[config.mk]
export PLATFORM = sky130hd
export DESIGN_NAME = eeprom_ctrl
export DESIGN_NICKNAME = d
export VERILOG_FILES = /design/src/verilog/eeprom_pkg.sv /design/src/verilog/eeprom_bit_engine.sv /design/src/verilog/eeprom_ctrl.sv /design/src/verilog/eeprom_read_result.sv /design/src/verilog/eeprom_txn_decode.sv
export SDC_FILE = /design/constraint.sdc
export NUM_CORES = 1
export LEC_CHECK = 0
export BUFFER_PORTS_ARGS = -buffer_cell sky130_fd_sc_hd__buf_4
export CELL_PAD_IN_SITES_DETAIL_PLACEMENT = 0
export CELL_PAD_IN_SITES_GLOBAL_PLACEMENT = 1
export CORE_ASPECT_RATIO = 1.4
export CORE_MARGIN = 3
export CORE_UTILIZATION = 50
export CTS_CLUSTER_DIAMETER = 30
export CTS_CLUSTER_SIZE = 14
export DETAILED_ROUTE_END_ITERATION = 16
export HOLD_SLACK_MARGIN = 0.08
export PLACE_DENSITY_LB_ADDON = 0.2
export REMOVE_ABC_BUFFERS = 1
export SLEW_MARGIN = 15
export SYNTH_ARGS = -nofsm -noshare
export SYNTH_HDL_FRONTEND = slang
export SYNTH_HIERARCHICAL = 1
export SYNTH_SLANG_ARGS = --single-unit
[constraint.sdc]
create_clock -name CLK -period 6.9 [get_ports CLK]
set_clock_uncertainty 0.15 [all_clocks]
set_input_delay 0.69 -clock CLK [delete_from_list [all_inputs] [get_ports CLK]]
set_output_delay 0.69 -clock CLK [all_outputs]
set_load 0.01 [all_outputs]
[src/verilog/eeprom_pkg.sv]
package eeprom_pkg;

    // device select nibble of every control byte
    localparam logic [3:0] device_code = 4'b1010;

    // CLK cycles per SCL period
    localparam int phases_per_bit = 4;

    // 8 data bits plus the acknowledge clock
    localparam int bits_per_byte_slot = 9;

    localparam int phase_w = $clog2(phases_per_bit);
    localparam int slot_cnt_w = $clog2(bits_per_byte_slot);

    typedef logic [7:0] byte_t;

    // bits 10:8 go out as page bits in the control byte
    typedef logic [10:0] word_addr_t;

    // one operation on the wire
    typedef enum logic [1:0]
    {
        step_start,
        step_send,
        step_recv,
        step_stop
    } step_t;

    typedef enum logic [3:0]
    {
        idle,
        start,
        ctrl_wr,
        word,
        data_wr,
        restart,
        ctrl_rd,
        data_rd,
        stop,
        done
    } txn_state_t;

endpackage

[src/verilog/eeprom_bit_engine.sv]
`timescale 1ns/1ps

module eeprom_bit_engine
(
    input  logic              CLK,
    input  logic              RESET,
    input  logic              step_go,
    input  eeprom_pkg::step_t step_kind,
    input  eeprom_pkg::byte_t step_byte,
    input  logic              sda_in,
    output logic              step_done,
    output logic              bit_strobe,
    output logic              bit_value,
    output logic              scl,
    output logic              sda_out,
    output logic              sda_oe
);

    localparam int last_phase = eeprom_pkg::phases_per_bit - 1;
    localparam int last_slot  = eeprom_pkg::bits_per_byte_slot - 1;
    localparam int data_bits  = $bits(eeprom_pkg::byte_t);

    logic                              busy;
    logic                              idle_scl; // scl level between steps
    eeprom_pkg::step_t                 kind_q;
    logic [eeprom_pkg::phase_w-1:0]    phase;
    logic [eeprom_pkg::slot_cnt_w-1:0] bit_cnt;
    eeprom_pkg::byte_t                 shreg;
    logic                              phase_end;
    logic                              scl_high;
    logic                              data_slot;
    logic                              single_bit;

    assign phase_end  = (phase == eeprom_pkg::phase_w'(last_phase));
    assign scl_high   = (phase >= eeprom_pkg::phase_w'(eeprom_pkg::phases_per_bit / 2));
    assign data_slot  = (bit_cnt < eeprom_pkg::slot_cnt_w'(data_bits));
    assign single_bit = (kind_q == eeprom_pkg::step_start) || (kind_q == eeprom_pkg::step_stop);

    assign step_done = busy && phase_end &&
                       (single_bit || bit_cnt == eeprom_pkg::slot_cnt_w'(last_slot));

    // first scl-high phase of each received data bit
    assign bit_strobe = busy && kind_q == eeprom_pkg::step_recv && data_slot &&
                        phase == eeprom_pkg::phase_w'(eeprom_pkg::phases_per_bit / 2);
    assign bit_value  = sda_in;

    assign scl = busy ? scl_high : idle_scl;

    always_comb
    begin
        sda_oe  = 1'b0;
        sda_out = 1'b1;
        if (busy)
        begin
            case (kind_q)
                eeprom_pkg::step_start:
                begin
                    sda_oe  = 1'b1;
                    sda_out = !phase_end; // falls while scl high
                end
                eeprom_pkg::step_stop:
                begin
                    sda_oe  = 1'b1;
                    sda_out = phase_end;  // rises while scl high
                end
                eeprom_pkg::step_send:
                begin
                    sda_oe  = data_slot;  // released for slave ack
                    sda_out = shreg[7];
                end
                default:
                begin
                    sda_oe  = !data_slot; // master nack, sda high
                    sda_out = 1'b1;
                end
            endcase
        end
    end

    always_ff @(posedge CLK)
    begin
        if (RESET)
        begin
            busy     <= 1'b0;
            idle_scl <= 1'b1;
            phase    <= '0;
            bit_cnt  <= '0;
        end
        else if (!busy)
        begin
            if (step_go)
            begin
                busy    <= 1'b1;
                phase   <= '0;
                bit_cnt <= '0;
            end
        end
        else
        begin
            phase <= phase + 1'b1;
            if (step_done)
            begin
                busy     <= 1'b0;
                // park scl high only once the bus is stopped
                idle_scl <= (kind_q == eeprom_pkg::step_stop);
            end
            else if (phase_end)
                bit_cnt <= bit_cnt + 1'b1;
        end
    end

    // step payload, msb goes out first
    always_ff @(posedge CLK)
    begin
        if (!busy && step_go)
        begin
            kind_q <= step_kind;
            shreg  <= step_byte;
        end
        else if (busy && phase_end)
            shreg <= {shreg[6:0], 1'b0};
    end

endmodule

[src/verilog/eeprom_ctrl.sv]
`timescale 1ns/1ps

module eeprom_ctrl
(
    input  logic                   CLK,
    input  logic                   RESET,
    input  logic                   wr,
    input  logic                   rd,
    input  eeprom_pkg::word_addr_t addr,
    input  eeprom_pkg::byte_t      wr_data,
    input  logic                   sda_in,
    output eeprom_pkg::byte_t      rd_data,
    output logic                   ack,
    output logic                   scl,
    output logic                   sda_out,
    output logic                   sda_oe
);

    logic              step_go;
    logic              step_done;
    eeprom_pkg::step_t step_kind;
    eeprom_pkg::byte_t step_byte;
    logic              txn_done;
    logic              bit_strobe;
    logic              bit_value;

    eeprom_txn_decode decode_i
    (
        .CLK       (CLK),
        .RESET     (RESET),
        .wr        (wr),
        .rd        (rd),
        .addr      (addr),
        .wr_data   (wr_data),
        .step_done (step_done),
        .step_go   (step_go),
        .step_kind (step_kind),
        .step_byte (step_byte),
        .txn_done  (txn_done)
    );

    eeprom_bit_engine engine_i
    (
        .CLK        (CLK),
        .RESET      (RESET),
        .step_go    (step_go),
        .step_kind  (step_kind),
        .step_byte  (step_byte),
        .sda_in     (sda_in),
        .step_done  (step_done),
        .bit_strobe (bit_strobe),
        .bit_value  (bit_value),
        .scl        (scl),
        .sda_out    (sda_out),
        .sda_oe     (sda_oe)
    );

    eeprom_read_result result_i
    (
        .CLK        (CLK),
        .RESET      (RESET),
        .bit_strobe (bit_strobe),
        .bit_value  (bit_value),
        .txn_done   (txn_done),
        .rd_data    (rd_data),
        .ack        (ack)
    );

endmodule

[src/verilog/eeprom_read_result.sv]
`timescale 1ns/1ps

module eeprom_read_result
(
    input  logic              CLK,
    input  logic              RESET,
    input  logic              bit_strobe,
    input  logic              bit_value,
    input  logic              txn_done,
    output eeprom_pkg::byte_t rd_data,
    output logic              ack
);

    localparam int data_bits = $bits(eeprom_pkg::byte_t);

    eeprom_pkg::byte_t                 shreg;
    logic [eeprom_pkg::slot_cnt_w-1:0] rx_cnt; // bits since last txn_done

    always_ff @(posedge CLK)
    begin
        if (RESET)
        begin
            rx_cnt  <= '0;
            ack     <= 1'b0;
            rd_data <= '0;
        end
        else
        begin
            ack <= txn_done;
            if (txn_done)
            begin
                // a full byte means this was a read
                if (rx_cnt == eeprom_pkg::slot_cnt_w'(data_bits))
                    rd_data <= shreg;
                rx_cnt <= '0;
            end
            else if (bit_strobe)
                rx_cnt <= rx_cnt + 1'b1;
        end
    end

    // msb first
    always_ff @(posedge CLK)
    begin
        if (bit_strobe)
            shreg <= {shreg[6:0], bit_value};
    end

endmodule

[src/verilog/eeprom_txn_decode.sv]
`timescale 1ns/1ps

module eeprom_txn_decode
(
    input  logic                   CLK,
    input  logic                   RESET,
    input  logic                   wr,
    input  logic                   rd,
    input  eeprom_pkg::word_addr_t addr,
    input  eeprom_pkg::byte_t      wr_data,
    input  logic                   step_done,
    output logic                   step_go,
    output eeprom_pkg::step_t      step_kind,
    output eeprom_pkg::byte_t      step_byte,
    output logic                   txn_done
);

    eeprom_pkg::txn_state_t state;
    eeprom_pkg::txn_state_t nxt_state;
    eeprom_pkg::step_t      nxt_kind;
    eeprom_pkg::byte_t      nxt_byte;
    eeprom_pkg::word_addr_t addr_q;
    eeprom_pkg::byte_t      data_q;
    logic                   is_read;

    // what comes after the step that is running now
    always_comb
    begin
        nxt_state = state;
        nxt_kind  = eeprom_pkg::step_send;
        nxt_byte  = addr_q[7:0];
        case (state)
            eeprom_pkg::start:
            begin
                nxt_state = eeprom_pkg::ctrl_wr;
                nxt_byte  = {eeprom_pkg::device_code, addr_q[10:8], 1'b0};
            end
            eeprom_pkg::ctrl_wr: nxt_state = eeprom_pkg::word;
            eeprom_pkg::word:
            begin
                if (is_read)
                begin
                    nxt_state = eeprom_pkg::restart;
                    nxt_kind  = eeprom_pkg::step_start;
                end
                else
                begin
                    nxt_state = eeprom_pkg::data_wr;
                    nxt_byte  = data_q;
                end
            end
            eeprom_pkg::restart:
            begin
                nxt_state = eeprom_pkg::ctrl_rd;
                nxt_byte  = {eeprom_pkg::device_code, addr_q[10:8], 1'b1}; // r/w = 1
            end
            eeprom_pkg::ctrl_rd:
            begin
                nxt_state = eeprom_pkg::data_rd;
                nxt_kind  = eeprom_pkg::step_recv;
            end
            eeprom_pkg::data_wr,
            eeprom_pkg::data_rd:
            begin
                nxt_state = eeprom_pkg::stop;
                nxt_kind  = eeprom_pkg::step_stop;
            end
            eeprom_pkg::stop: nxt_state = eeprom_pkg::done;
            default: nxt_state = eeprom_pkg::idle;
        endcase
    end

    always_ff @(posedge CLK)
    begin
        if (RESET)
        begin
            state    <= eeprom_pkg::idle;
            step_go  <= 1'b0;
            txn_done <= 1'b0;
            is_read  <= 1'b0;
        end
        else
        begin
            step_go  <= 1'b0;
            txn_done <= 1'b0;
            case (state)
                eeprom_pkg::idle:
                begin
                    if (wr || rd)
                    begin
                        is_read <= !wr; // wr wins
                        state   <= eeprom_pkg::start;
                        step_go <= 1'b1;
                    end
                end
                eeprom_pkg::done: state <= eeprom_pkg::idle;
                default:
                begin
                    if (step_done)
                    begin
                        state <= nxt_state;
                        if (state == eeprom_pkg::stop)
                            txn_done <= 1'b1;
                        else
                            step_go <= 1'b1;
                    end
                end
            endcase
        end
    end

    // request payload and step arguments
    always_ff @(posedge CLK)
    begin
        if (state == eeprom_pkg::idle && (wr || rd))
        begin
            addr_q    <= addr;
            data_q    <= wr_data;
            step_kind <= eeprom_pkg::step_start;
            step_byte <= '1;
        end
        else if (step_done)
        begin
            step_kind <= nxt_kind;
            step_byte <= nxt_byte;
        end
    end

endmodule
=== Word level (Yosys, flattened, before mapping) ===
Index checks and enable logic that the tools add are counted.

* Bits in read-only memories: 0
* Output and inout port bits: 12
* Word-level logic and storage cells: 101
* Bits in latches: 0
* Register bits: 75
* Memory bits (writable): 0
* Memories kept: 0

* Shift-type cells: 0
* Div/mod/pow operators: 0
* $lt $le $gt $ge: 2
* Bitwise logic cells: 1
* Reductions and logical operators: 28
* Equal/unequal tests: 19
* Add/subtract/negate cells: 3
* $mul: 0
* Mux-type cells: 30

{| class="wikitable"
|+ Operators by type and width
! operator !! count
|-
| 4-bit one-hot mux with 7 select lines || 1
|-
| 4-bit two-way mux || 6
|-
| 8-bit two-way mux || 3
|-
| 8-bit one-hot mux with 3 select lines || 1
|-
| 4-bit by 3-bit == test with 1-bit output (second input constant) || 4
|-
| 4-bit == test (second input constant) || 4
|-
| 1-bit two-way mux || 12
|-
| 4-bit by 1-bit adder with 4-bit output (second input constant) || 2
|-
| 2-bit == test (second input constant) || 4
|-
| 4-bit by 2-bit == test with 1-bit output (second input constant) || 2
|-
| 4-bit one-hot mux with 2 select lines || 1
|-
| 2-bit AND reduction || 4
|-
| 1-bit logical AND || 7
|-
| 2-bit != test (second input constant) || 3
|-
| 2-bit one-hot mux with 3 select lines || 1
|-
| 2-bit OR reduction || 3
|-
| 4-bit by 1-bit == test with 1-bit output (second input constant) || 1
|-
| 1-bit zero test || 4
|-
| 4-bit zero test || 1
|-
| 4-bit < comparator (second input constant) || 1
|-
| 2-bit two-way mux || 2
|-
| 1-bit one-hot mux with 2 select lines || 2
|-
| 2-bit nonzero test || 2
|-
| 4-bit OR reduction || 1
|-
| 9 further kinds || 11
|}

=== Depth between registers and ports, before layout ===
Gate-level depths: netlist of the first run.

* Word-level depth: 6
* Depth in mapped cells: 10

=== Modules after synthesis ===
Netlist of the first run, hierarchy kept.

{| class="wikitable"
|+ Modules (own cells, without submodules)
! module !! cells each !! area an instance (um2) !! times used
|-
| eeprom_txn_decode || 146 || 1591.5 || 1
|-
| eeprom_bit_engine || 91 || 973.4 || 1
|-
| eeprom_read_result || 66 || 834.6 || 1
|}

=== Worst setup path after synthesis of the first run ===
OpenSTA, ideal clock, no wires.

* Kind: register to register
* From: register engine_i.kind_q[0]
* To: register decode_i.state[2]
* Arrival: 1965 ps
* Buffers on the path: 1
* Setup slack: 4716 ps
* Period minus slack after synthesis: 2184 ps
* Cell stages (with the launch flop): 9
* Required time: 6680 ps
* Path through: edfxtp_1 -> inv_1 -> ha_1 -> a21oi_1 -> clkbuf_1 -> o31a_1 -> a21oi_1 -> or3_1 -> a21oi_1

* Cells in the longest elaborated chain, start to end: 6

{| class="wikitable"
|+ Ends and longest elaborated chain
! element !! RTL line !! RTL
|-
| start, declared || eeprom_bit_engine.sv:25 || <nowiki>eeprom_pkg::step_t kind_q;</nowiki>
|-
| start signal, assigned || eeprom_bit_engine.sv:117 || <nowiki>kind_q <= step_kind;</nowiki>
|-
| 2-bit == test or 2-bit zero test (tied branches) || eeprom_bit_engine.sv:37 || <nowiki>assign single_bit = (kind_q == eeprom_pkg::step_start) || (kind_q == eeprom_pkg::step_stop);</nowiki>
|-
| 1-bit logical OR (*) || eeprom_bit_engine.sv:37 ||
|-
| 1-bit logical OR (*) || eeprom_bit_engine.sv:40 || <nowiki>(single_bit || bit_cnt == eeprom_pkg::slot_cnt_w'(last_slot));</nowiki>
|-
| 1-bit logical AND (*) || eeprom_bit_engine.sv:39 || <nowiki>assign step_done = busy && phase_end &&</nowiki>
|-
| via step_done || eeprom_ctrl.sv:20 || <nowiki>logic step_done;</nowiki>
|-
| 3-bit nonzero test (no line) (*) || -- ||
|-
| 2-bit AND reduction (no line) (*) || -- ||
|-
| end signal, assigned || eeprom_txn_decode.sv:77 || <nowiki>state <= eeprom_pkg::idle;</nowiki>
|-
| end signal, assigned || eeprom_txn_decode.sv:92 || <nowiki>state <= eeprom_pkg::start;</nowiki>
|-
| end signal, assigned || eeprom_txn_decode.sv:96 || <nowiki>eeprom_pkg::done: state <= eeprom_pkg::idle;</nowiki>
|-
| end, declared || eeprom_txn_decode.sv:18 || <nowiki>eeprom_pkg::txn_state_t state;</nowiki>
|}

Mark *: on every way through the listed nets, which the timed path passes. The rest lies on a longest branch.
A chain may end at the register's enable or synchronous reset.

=== Worst setup path after layout of the first run ===
* From: register engine_i.kind_q[1]
* To: output port sda_out

* Cells in the longest elaborated chain, start to end: 3

{| class="wikitable"
|+ Ends and longest elaborated chain
! element !! RTL line !! RTL
|-
| 2-bit by 1-bit == test with 1-bit output (tied with other cells) || eeprom_bit_engine.sv:55 || <nowiki>case (kind_q)</nowiki>
|-
| 1-bit one-hot mux with 3 select lines (*) || eeprom_bit_engine.sv:55 ||
|-
| 1-bit two-way mux (*) || eeprom_bit_engine.sv:53 || <nowiki>if (busy)</nowiki>
|-
| end, declared || eeprom_ctrl.sv:15 || <nowiki>output logic sda_out,</nowiki>
|}

Every way passes the cells marked *; elsewhere a longest branch is shown, timed or not.

==> summary.md, run 1 <==
| Metric | Value |
|---|---|
| Maximum fanout along the worst path | 4 |
| Core Region | 6424 sq um |
| Core Util, Final | between 60% and 70% |
| DIE WIDTH | 75.69 um |
| First-pass GRT wire length | 9942 um |
| Status | finished clean |
| Final Instance Area | 3862 sq um |
| CTS Hold Bufs | 0 |
| DIE AREA | 7839 sq um |
| Row Count | 34 |
| Vias | between 2k and 2.5k |
| Final period util | 34.11% |
| Hold crit path type | flop to flop |
| Power Density | 265.7 nW/um^2 |
| Worst EP arrival | 1510 ps |
| Worst r2r src | engine_i/kind_q[0]$_DFFE_PP_ |
| Total grt overflow | 0 |
| Antenna Nets Post-Route | 0 |
| Minimum clock period | 2353 ps |
| Seq cells post-synth | 75 |
| Clock slew at reported path FFs | ~70 ps |
| Worst Tran Pin Value | 720.5 ps |
| IO Count | 36 |
| Area growth, synth to finish | 13.62% |
| Slew Viols, Final | 0 |
| Classification of the worst setup path | flop to output port |
| Post-synthesis sequential area ratio | 55.06% |
| Gate count of the mapped netlist | 303 |
| Number of global-route vias before repair | 2160 |
| Postcts setup bufs | 0 |
| Fmax | 424.9 MHz |
| Critical Path Source Type | flop |
| Num CTS Buffers | 9 |
| Sink Count | 75 |
| EDFF count, synth | 37 |
| Initial Util | between 50% and 60% |
| Min-delay src | result_i/shreg[4]$_DFFE_PP_ |
| DRC | 0 |
| Ys flop type | dfxtp_1 |
| Critical Path Source | engine_i/kind_q[1]$_DFFE_PP_ |
| Diode count | 0 |
| Syn_area_per_cell | 11.22 sq um |
| CTS tree | yes |
| Post-Route WL | 5949 um |
| Final setup fails | 0 |
| Yosys cell types | 52 |
| Vias per cell | 5.303 |
| Commonest non-fill, non-tap cell in the layout | dfxtp_1 |
| Root Buffer | clkbuf_8 |
| Fin nets | approximately 370 |
| Max-slew headroom | 51.90% |
| CTS Buffer Depth | 2 |
| Leakage power | 1.452 nW |
| Peak supply drop | 184.2 uV |
| Initial antenna violation count | 0 |
| Most frequent cells in the layout | 38 x dfxtp_1, 37 x edfxtp_1, 36 x buf_4 |
| Mapped cell area | between 3000 and 4000 sq um |
| Total power | roughly 1.0 mW |
| WL/cell | ~14 um |
| Worst-Skew Late Latency | 340 ps |
| Setup total negative slack | 0 ps |
| Iteration count of the initial detailed-routing pass | 4 |
| DR iter-0 viols | 75 |
| Placement Cell Area | roughly 3700 sq um |
| Die height | 103.6 um |
| Post-CTS sizing | 0 |
| Unrepaired setup endpoints after global routing | no |
| GP Congestion | 0.7278 |
| H-tree levels | 3 |
| Tot GR Track Use | between 15 and 20% |
| Fraction of registers with async set or reset after synthesis | 0% |
| Worst EP required | 6060 ps |
| Final hold viol count | 0 |
| Max cap viols | 0 |
| Ratio of cells with drive above 1 in the final layout | 19.64% |
| Port Buffers | 35 |
| Crit end category | output port |
| Synth warn | 6 |
| Hpwl dp | 4241 um |
| Pin count of the biggest net entering global routing | 38 |
-- cell families (layout without fill, tap and decap cells) --
logic type               Yosys count  after routing  share of synthesized area [%]
AND/OR/NAND/NOR                   97             97                          16.89
flip-flops                        75             75                          55.06
AO/OA/AOI/OAI                     60             60                          11.34
buffers and inverters             35             68                          4.895
multiplexers                      22             22                          6.883
adder cells (fa/ha/maj)           12             12                          4.417
XOR/XNOR                           2              2                         0.5154
-- worst max-delay path, cell delays in order, from the launching register on --
cell and delay (ps):
edfxtp_1 440, ha_1 240, a22oi_1 170, nand4b_1 150
buf_4 180
-- layout make-up --
class	count	area (sq um)
clock buffer	11	131.4
clock inverter	5	55.05
fill	566	2561
inverter	16	60.06
multi-input combinational	193	1361
sequential	75	1872
tap	90	112.6
timing repair buffer	36	270.3
-- power by group --
part | internal, mW | switching, mW
logic | 0.0660 | 0.0817
registers | 0.523 | 0.0375
clock network | 0.166 | 0.152
total | 0.755 | 0.271
-- per-stage QoR --
stage / cells / hold slack, ps / setup slack [ps]
after global placement: 410 / 289.3 / 4787
final: 426 / 307.8 / 4547
after global routing: 426 / 334.9 / 4419
after floorplan: 284 / 258.6 / 4322
after CTS: 426 / 302.8 / 4523
after detailed placement: 410 / 284.4 / 4735
-- flip-flops by register name, indices dropped and copies added, names as in the netlist, 2 cells and up --
name and cells:
decode_i/addr_q 11, decode_i/state 4, result_i/rx_cnt 4, result_i/shreg 8, decode_i/step_byte 8, engine_i/bit_cnt 4
engine_i/shreg 8, engine_i/phase 2, engine_i/kind_q 2, decode_i/step_kind 2, result_i/rd_data 8, decode_i/data_q 8
-- final timing paths --
kind | cells past startpoint | end | slack [ps]
worst max-delay path | 4 | sda_out | 4550
worst min-delay path | 0 | result_i/shreg[5]$_DFFE_PP_ | 310
worst max register to register | 8 | decode_i/state[2]$_SDFFE_PP0P_ | 4710
worst min register to register | 0 | result_i/shreg[5]$_DFFE_PP_ | 310
-- per-layer routing --
| layer | global-route usage, % | part of all wire [%] | routed length, um | vias to the layer above |
|---|---|---|---|---|
| met1 | 20.00 | 43 | 2566 | 1061 |
| li1 | - | - | - | 1141 |
| met2 | 26.51 | 51 | 3014 | 44 |
| met4 | 6.875 | 2.6 | 156 | 0 |
| met5 | 0 | 0 | 0 | - |
| met3 | 4.167 | 3.5 | 211 | 13 |
-- synthesized netlist by cell type (2+ instances only) --
| cell | number | share of area [%] |
|---|---|---|
| xnor2_1 | 2 | 0.52 |
| or4_1 | 3 | 0.66 |
| mux2_2 | 10 | 3.3 |
| a31oi_1 | 2 | 0.37 |
| or3_1 | 2 | 0.37 |
| nor2_1 | 22 | 2.4 |
| buf_4 | 2 | 0.44 |
| a21o_1 | 2 | 0.44 |
| nand2b_1 | 22 | 4.0 |
| a211oi_1 | 3 | 0.66 |
| a221oi_1 | 3 | 0.77 |
| nor3b_1 | 3 | 0.66 |
| nand3b_1 | 4 | 0.88 |
| o31ai_1 | 2 | 0.44 |
| nand2_1 | 12 | 1.3 |
| o211a_1 | 3 | 0.88 |
| buf_2 | 3 | 0.44 |
| and4b_1 | 2 | 0.59 |
| or2_1 | 3 | 0.55 |
| nand3_1 | 6 | 0.88 |
| nor3_1 | 5 | 0.74 |
| mux2i_1 | 11 | 3.2 |
| ha_1 | 12 | 4.4 |
| inv_1 | 14 | 1.5 |
| a22oi_1 | 3 | 0.66 |
| a21oi_1 | 23 | 3.4 |
| o221ai_1 | 2 | 0.52 |
| edfxtp_1 | 37 | 33 |
| nor2b_1 | 3 | 0.55 |
| clkbuf_1 | 10 | 1.1 |
| nor4bb_1 | 3 | 0.88 |
| inv_2 | 2 | 0.22 |
| o21ai_0 | 3 | 0.44 |
| dfxtp_1 | 38 | 22 |
| o21ai_1 | 7 | 1.0 |
| buf_6 | 3 | 0.99 |
(Power assumes the default switching activity.)
==> run 2, diff against run 1 <==
Settings changed: CORE_UTILIZATION 50 to 46.
Clock period 6.9 ns to 2.4 ns, I/O delays scaled along.
==> summary.md, run 2 (synthesis gave the netlist of run 1 again) <==
| Metric | Value |
|---|---|
| Status | finished clean (unchanged) |
| Fmax | 489.3 MHz |
| Sw Share | 25.70% (was 26.38%) |
| Die height | 107.7 um (was 103.6 um) |
| Root Buffer | clkbuf_8 (unchanged) |
| Port Buffers | 35 (unchanged) |
| Final period util | 85.16% |
| Classification of the worst setup path | flop to flop (was flop to output port) |
| Worst-Skew Late Latency | 330 ps (was 340 ps) |
| Total grt overflow | 0 (unchanged) |
| Initial antenna violation count | 0 (unchanged) |
| GP Congestion | 0.7783 (was 0.7278) |
| Slew Viols, Final | 0 (unchanged) |
| Ratio of cells with drive above 1 in the final layout | 19.45% (was 19.64%) |
| Row Count | 36 (was 34) |
| Critical Path Source Type | flop (unchanged) |
| Vias | 2367 (was 2259) |
| WL/cell | 14.23 um (was 13.96 um) |
| Final hold viol count | 0 (unchanged) |
| Tot GR Track Use | 16.79% (was 16.32%) |
| R2R depth | 8 (unchanged) |
| Commonest non-fill, non-tap cell in the layout | buf_4 (was dfxtp_1) |
| Max-slew headroom | 60.91% (was 51.90%) |
| Worst EP arrival | 2160 ps (was 1510 ps) |
| Gate power share | 16.9% (was 14.4%) |
| Iteration count of the initial detailed-routing pass | 5 (was 4) |
| Min-Delay Path Depth | 2 (was 0) |
| Antenna Nets Post-Route | 0 (unchanged) |
| IO Count | 36 (unchanged) |
| Peak supply drop | 470.0 uV (was 184.2 uV) |
| Most frequent cells in the layout | 43 x buf_4, 38 x dfxtp_1, 37 x edfxtp_1 (was 38 x dfxtp_1, 37 x edfxtp_1, 36 x buf_4) |
| Largest register FFs | 11 (unchanged) |
| Internal power | 2.219 mW (was 0.7555 mW) |
| DIE AREA | 8472 sq um (was 7839 sq um) |
| DIE WIDTH | 78.66 um (was 75.69 um) |
| Top reg by flops | decode_i/addr_q (unchanged) |
| Core Region | 7072 sq um (was 6424 sq um) |
| Clock slew at reported path FFs | 70 ps (about the same) |
| Max cap viols | 0 (unchanged) |
| Fin nets | 396 (was 367) |
| Setup total negative slack | 0 ps (unchanged) |
| Crit end category | flop (was output port) |
| Flop pwr share | 53.3% (was 54.7%) |
| Worst EP required | 2520 ps (was 6060 ps) |
| Leakage power | 1.581 nW (was 1.452 nW) |
| DRC | 0 (unchanged) |
| Diode count | 0 (unchanged) |
| Maximum fanout along the worst path | 6 (was 4) |
| Final setup fails | 0 (unchanged) |
| DR iter-0 viols | 71 (was 75) |
| Clock Power Share | 29.8% (was 31.0%) |
| Psw | 0.7676 mW (was 0.2707 mW) |
| Power Density | 722.7 nW/um^2 (was 265.7 nW/um^2) |
| Pin count of the biggest net entering global routing | 38 (unchanged) |
| Post-Route WL | 6548 um (was 5949 um) |
| Postcts setup bufs | 0 (unchanged) |
| Minimum clock period | 2044 ps |
| Number of global-route vias before repair | 2327 (was 2160) |
| Hpwl dp | 4438 um (was 4241 um) |
| Hold crit path type | input pin to flop (was flop to flop) |
| Worst Tran Pin Value | 585.5 ps (was 720.5 ps) |
| CTS tree | yes (unchanged) |
| Num CTS Buffers | 9 (unchanged) |
| H-tree levels | 3 (unchanged) |
| CTS Buffer Depth | 2 (unchanged) |
| Initial Util | 48.07% (was 52.92%) |
| Unrepaired setup endpoints after global routing | no (unchanged) |
| Core Util, Final | 58.44% (was 60.13%) |
| First-pass GRT wire length | 10870 um (was 9942 um) |
| Vias per cell | 5.146 (was 5.303) |
| Sink Count | 75 (unchanged) |
| Area growth, synth to finish | 21.57% (was 13.62%) |
-- run 2: cell count changes in the layout (fill, tap and decap cells not counted), sizes merged --
cell	before	now
clkinv	3	2
clkinvlp	1	0
buf	36	43
clkbuf	11	13
dlygate4sd3	0	22
-- run 2: area by class of cell --
cell class / instances / area [sq um]
multi-input cells: 193 / 1361
repair buffers: 65 / 543.0
inverters: 16 / 60.06
flip-flops and latches: 75 / 1872
clock inverters: 3 / 38.79
well taps: 95 / 118.9
fillers: 615 / 2939
clock buffers: 13 / 138.9
-- run 2: repair_timing --
item / 4_1_cts / 5_1_grt
hold buffers: 22 / 0
hold endpoints to repair: 21 / 0
resized for setup: 0 / 0
-- run 2: through the flow --
step / power, mW / hold WS, ps / instance area (sq um) / instances / setup WS, ps
6_report: 2.987 / 142.6 / 4133 / 460 / 356.2
5_1_grt: 3.150 / 146.5 / 4133 / 460 / 211.0
4_1_cts: 3.022 / 124.8 / 4133 / 460 / 337.7
3_5_place_dp: 2.095 / 269.3 / 3735 / 422 / 371.5
3_3_place_gp: 2.086 / 265.1 / 3735 / 422 / 406.8
2_1_floorplan: 1.917 / 159.1 / 3293 / 284 / -178.2
-- run 2: power by group through the flow --
stage	Clock (mW)	Sequential [mW]	Combinational (mW)
2_1_floorplan	0	1.61	0.310
3_3_place_gp	0	1.62	0.468
3_5_place_dp	0	1.62	0.474
4_1_cts	0.922	1.59	0.506
5_1_grt	0.980	1.61	0.563
6_report	0.889	1.59	0.505
-- run 2: path summary, 6_finish.rpt --
| path | start | to | slack (ps) |
|---|---|---|---|
| max | engine_i/kind_q[0]$_DFFE_PP_ | decode_i/state[2]$_SDFFE_PP0P_ | 360 |
| min reg2reg | decode_i/step_kind[1]$_SDFFE_PP0P_ | engine_i/kind_q[1]$_DFFE_PP_ | 290 |
| min | RESET | decode_i/state[1]$_SDFFE_PP0P_ | 140 |
| max reg2reg | engine_i/kind_q[0]$_DFFE_PP_ | decode_i/state[2]$_SDFFE_PP0P_ | 360 |
-- run 2: per-layer routing --
layer	GRT usage, %	up-vias	share of wire [%]
met1	18.43	1117	41
met3	4.774	4	4.1
li1	-	1195	-
met2	30.26	51	53
met4	6.375	0	0.95
met5	0	-	0
-- run 2: worst max-delay path, stage by stage, from the launching register on --
cell and delay (ps):
edfxtp_1 420, inv_1 120, ha_1 260, a21oi_1 150
buf_4 170, o31a_1 130, a21oi_1 70, or3_1 360
a21oi_1 130
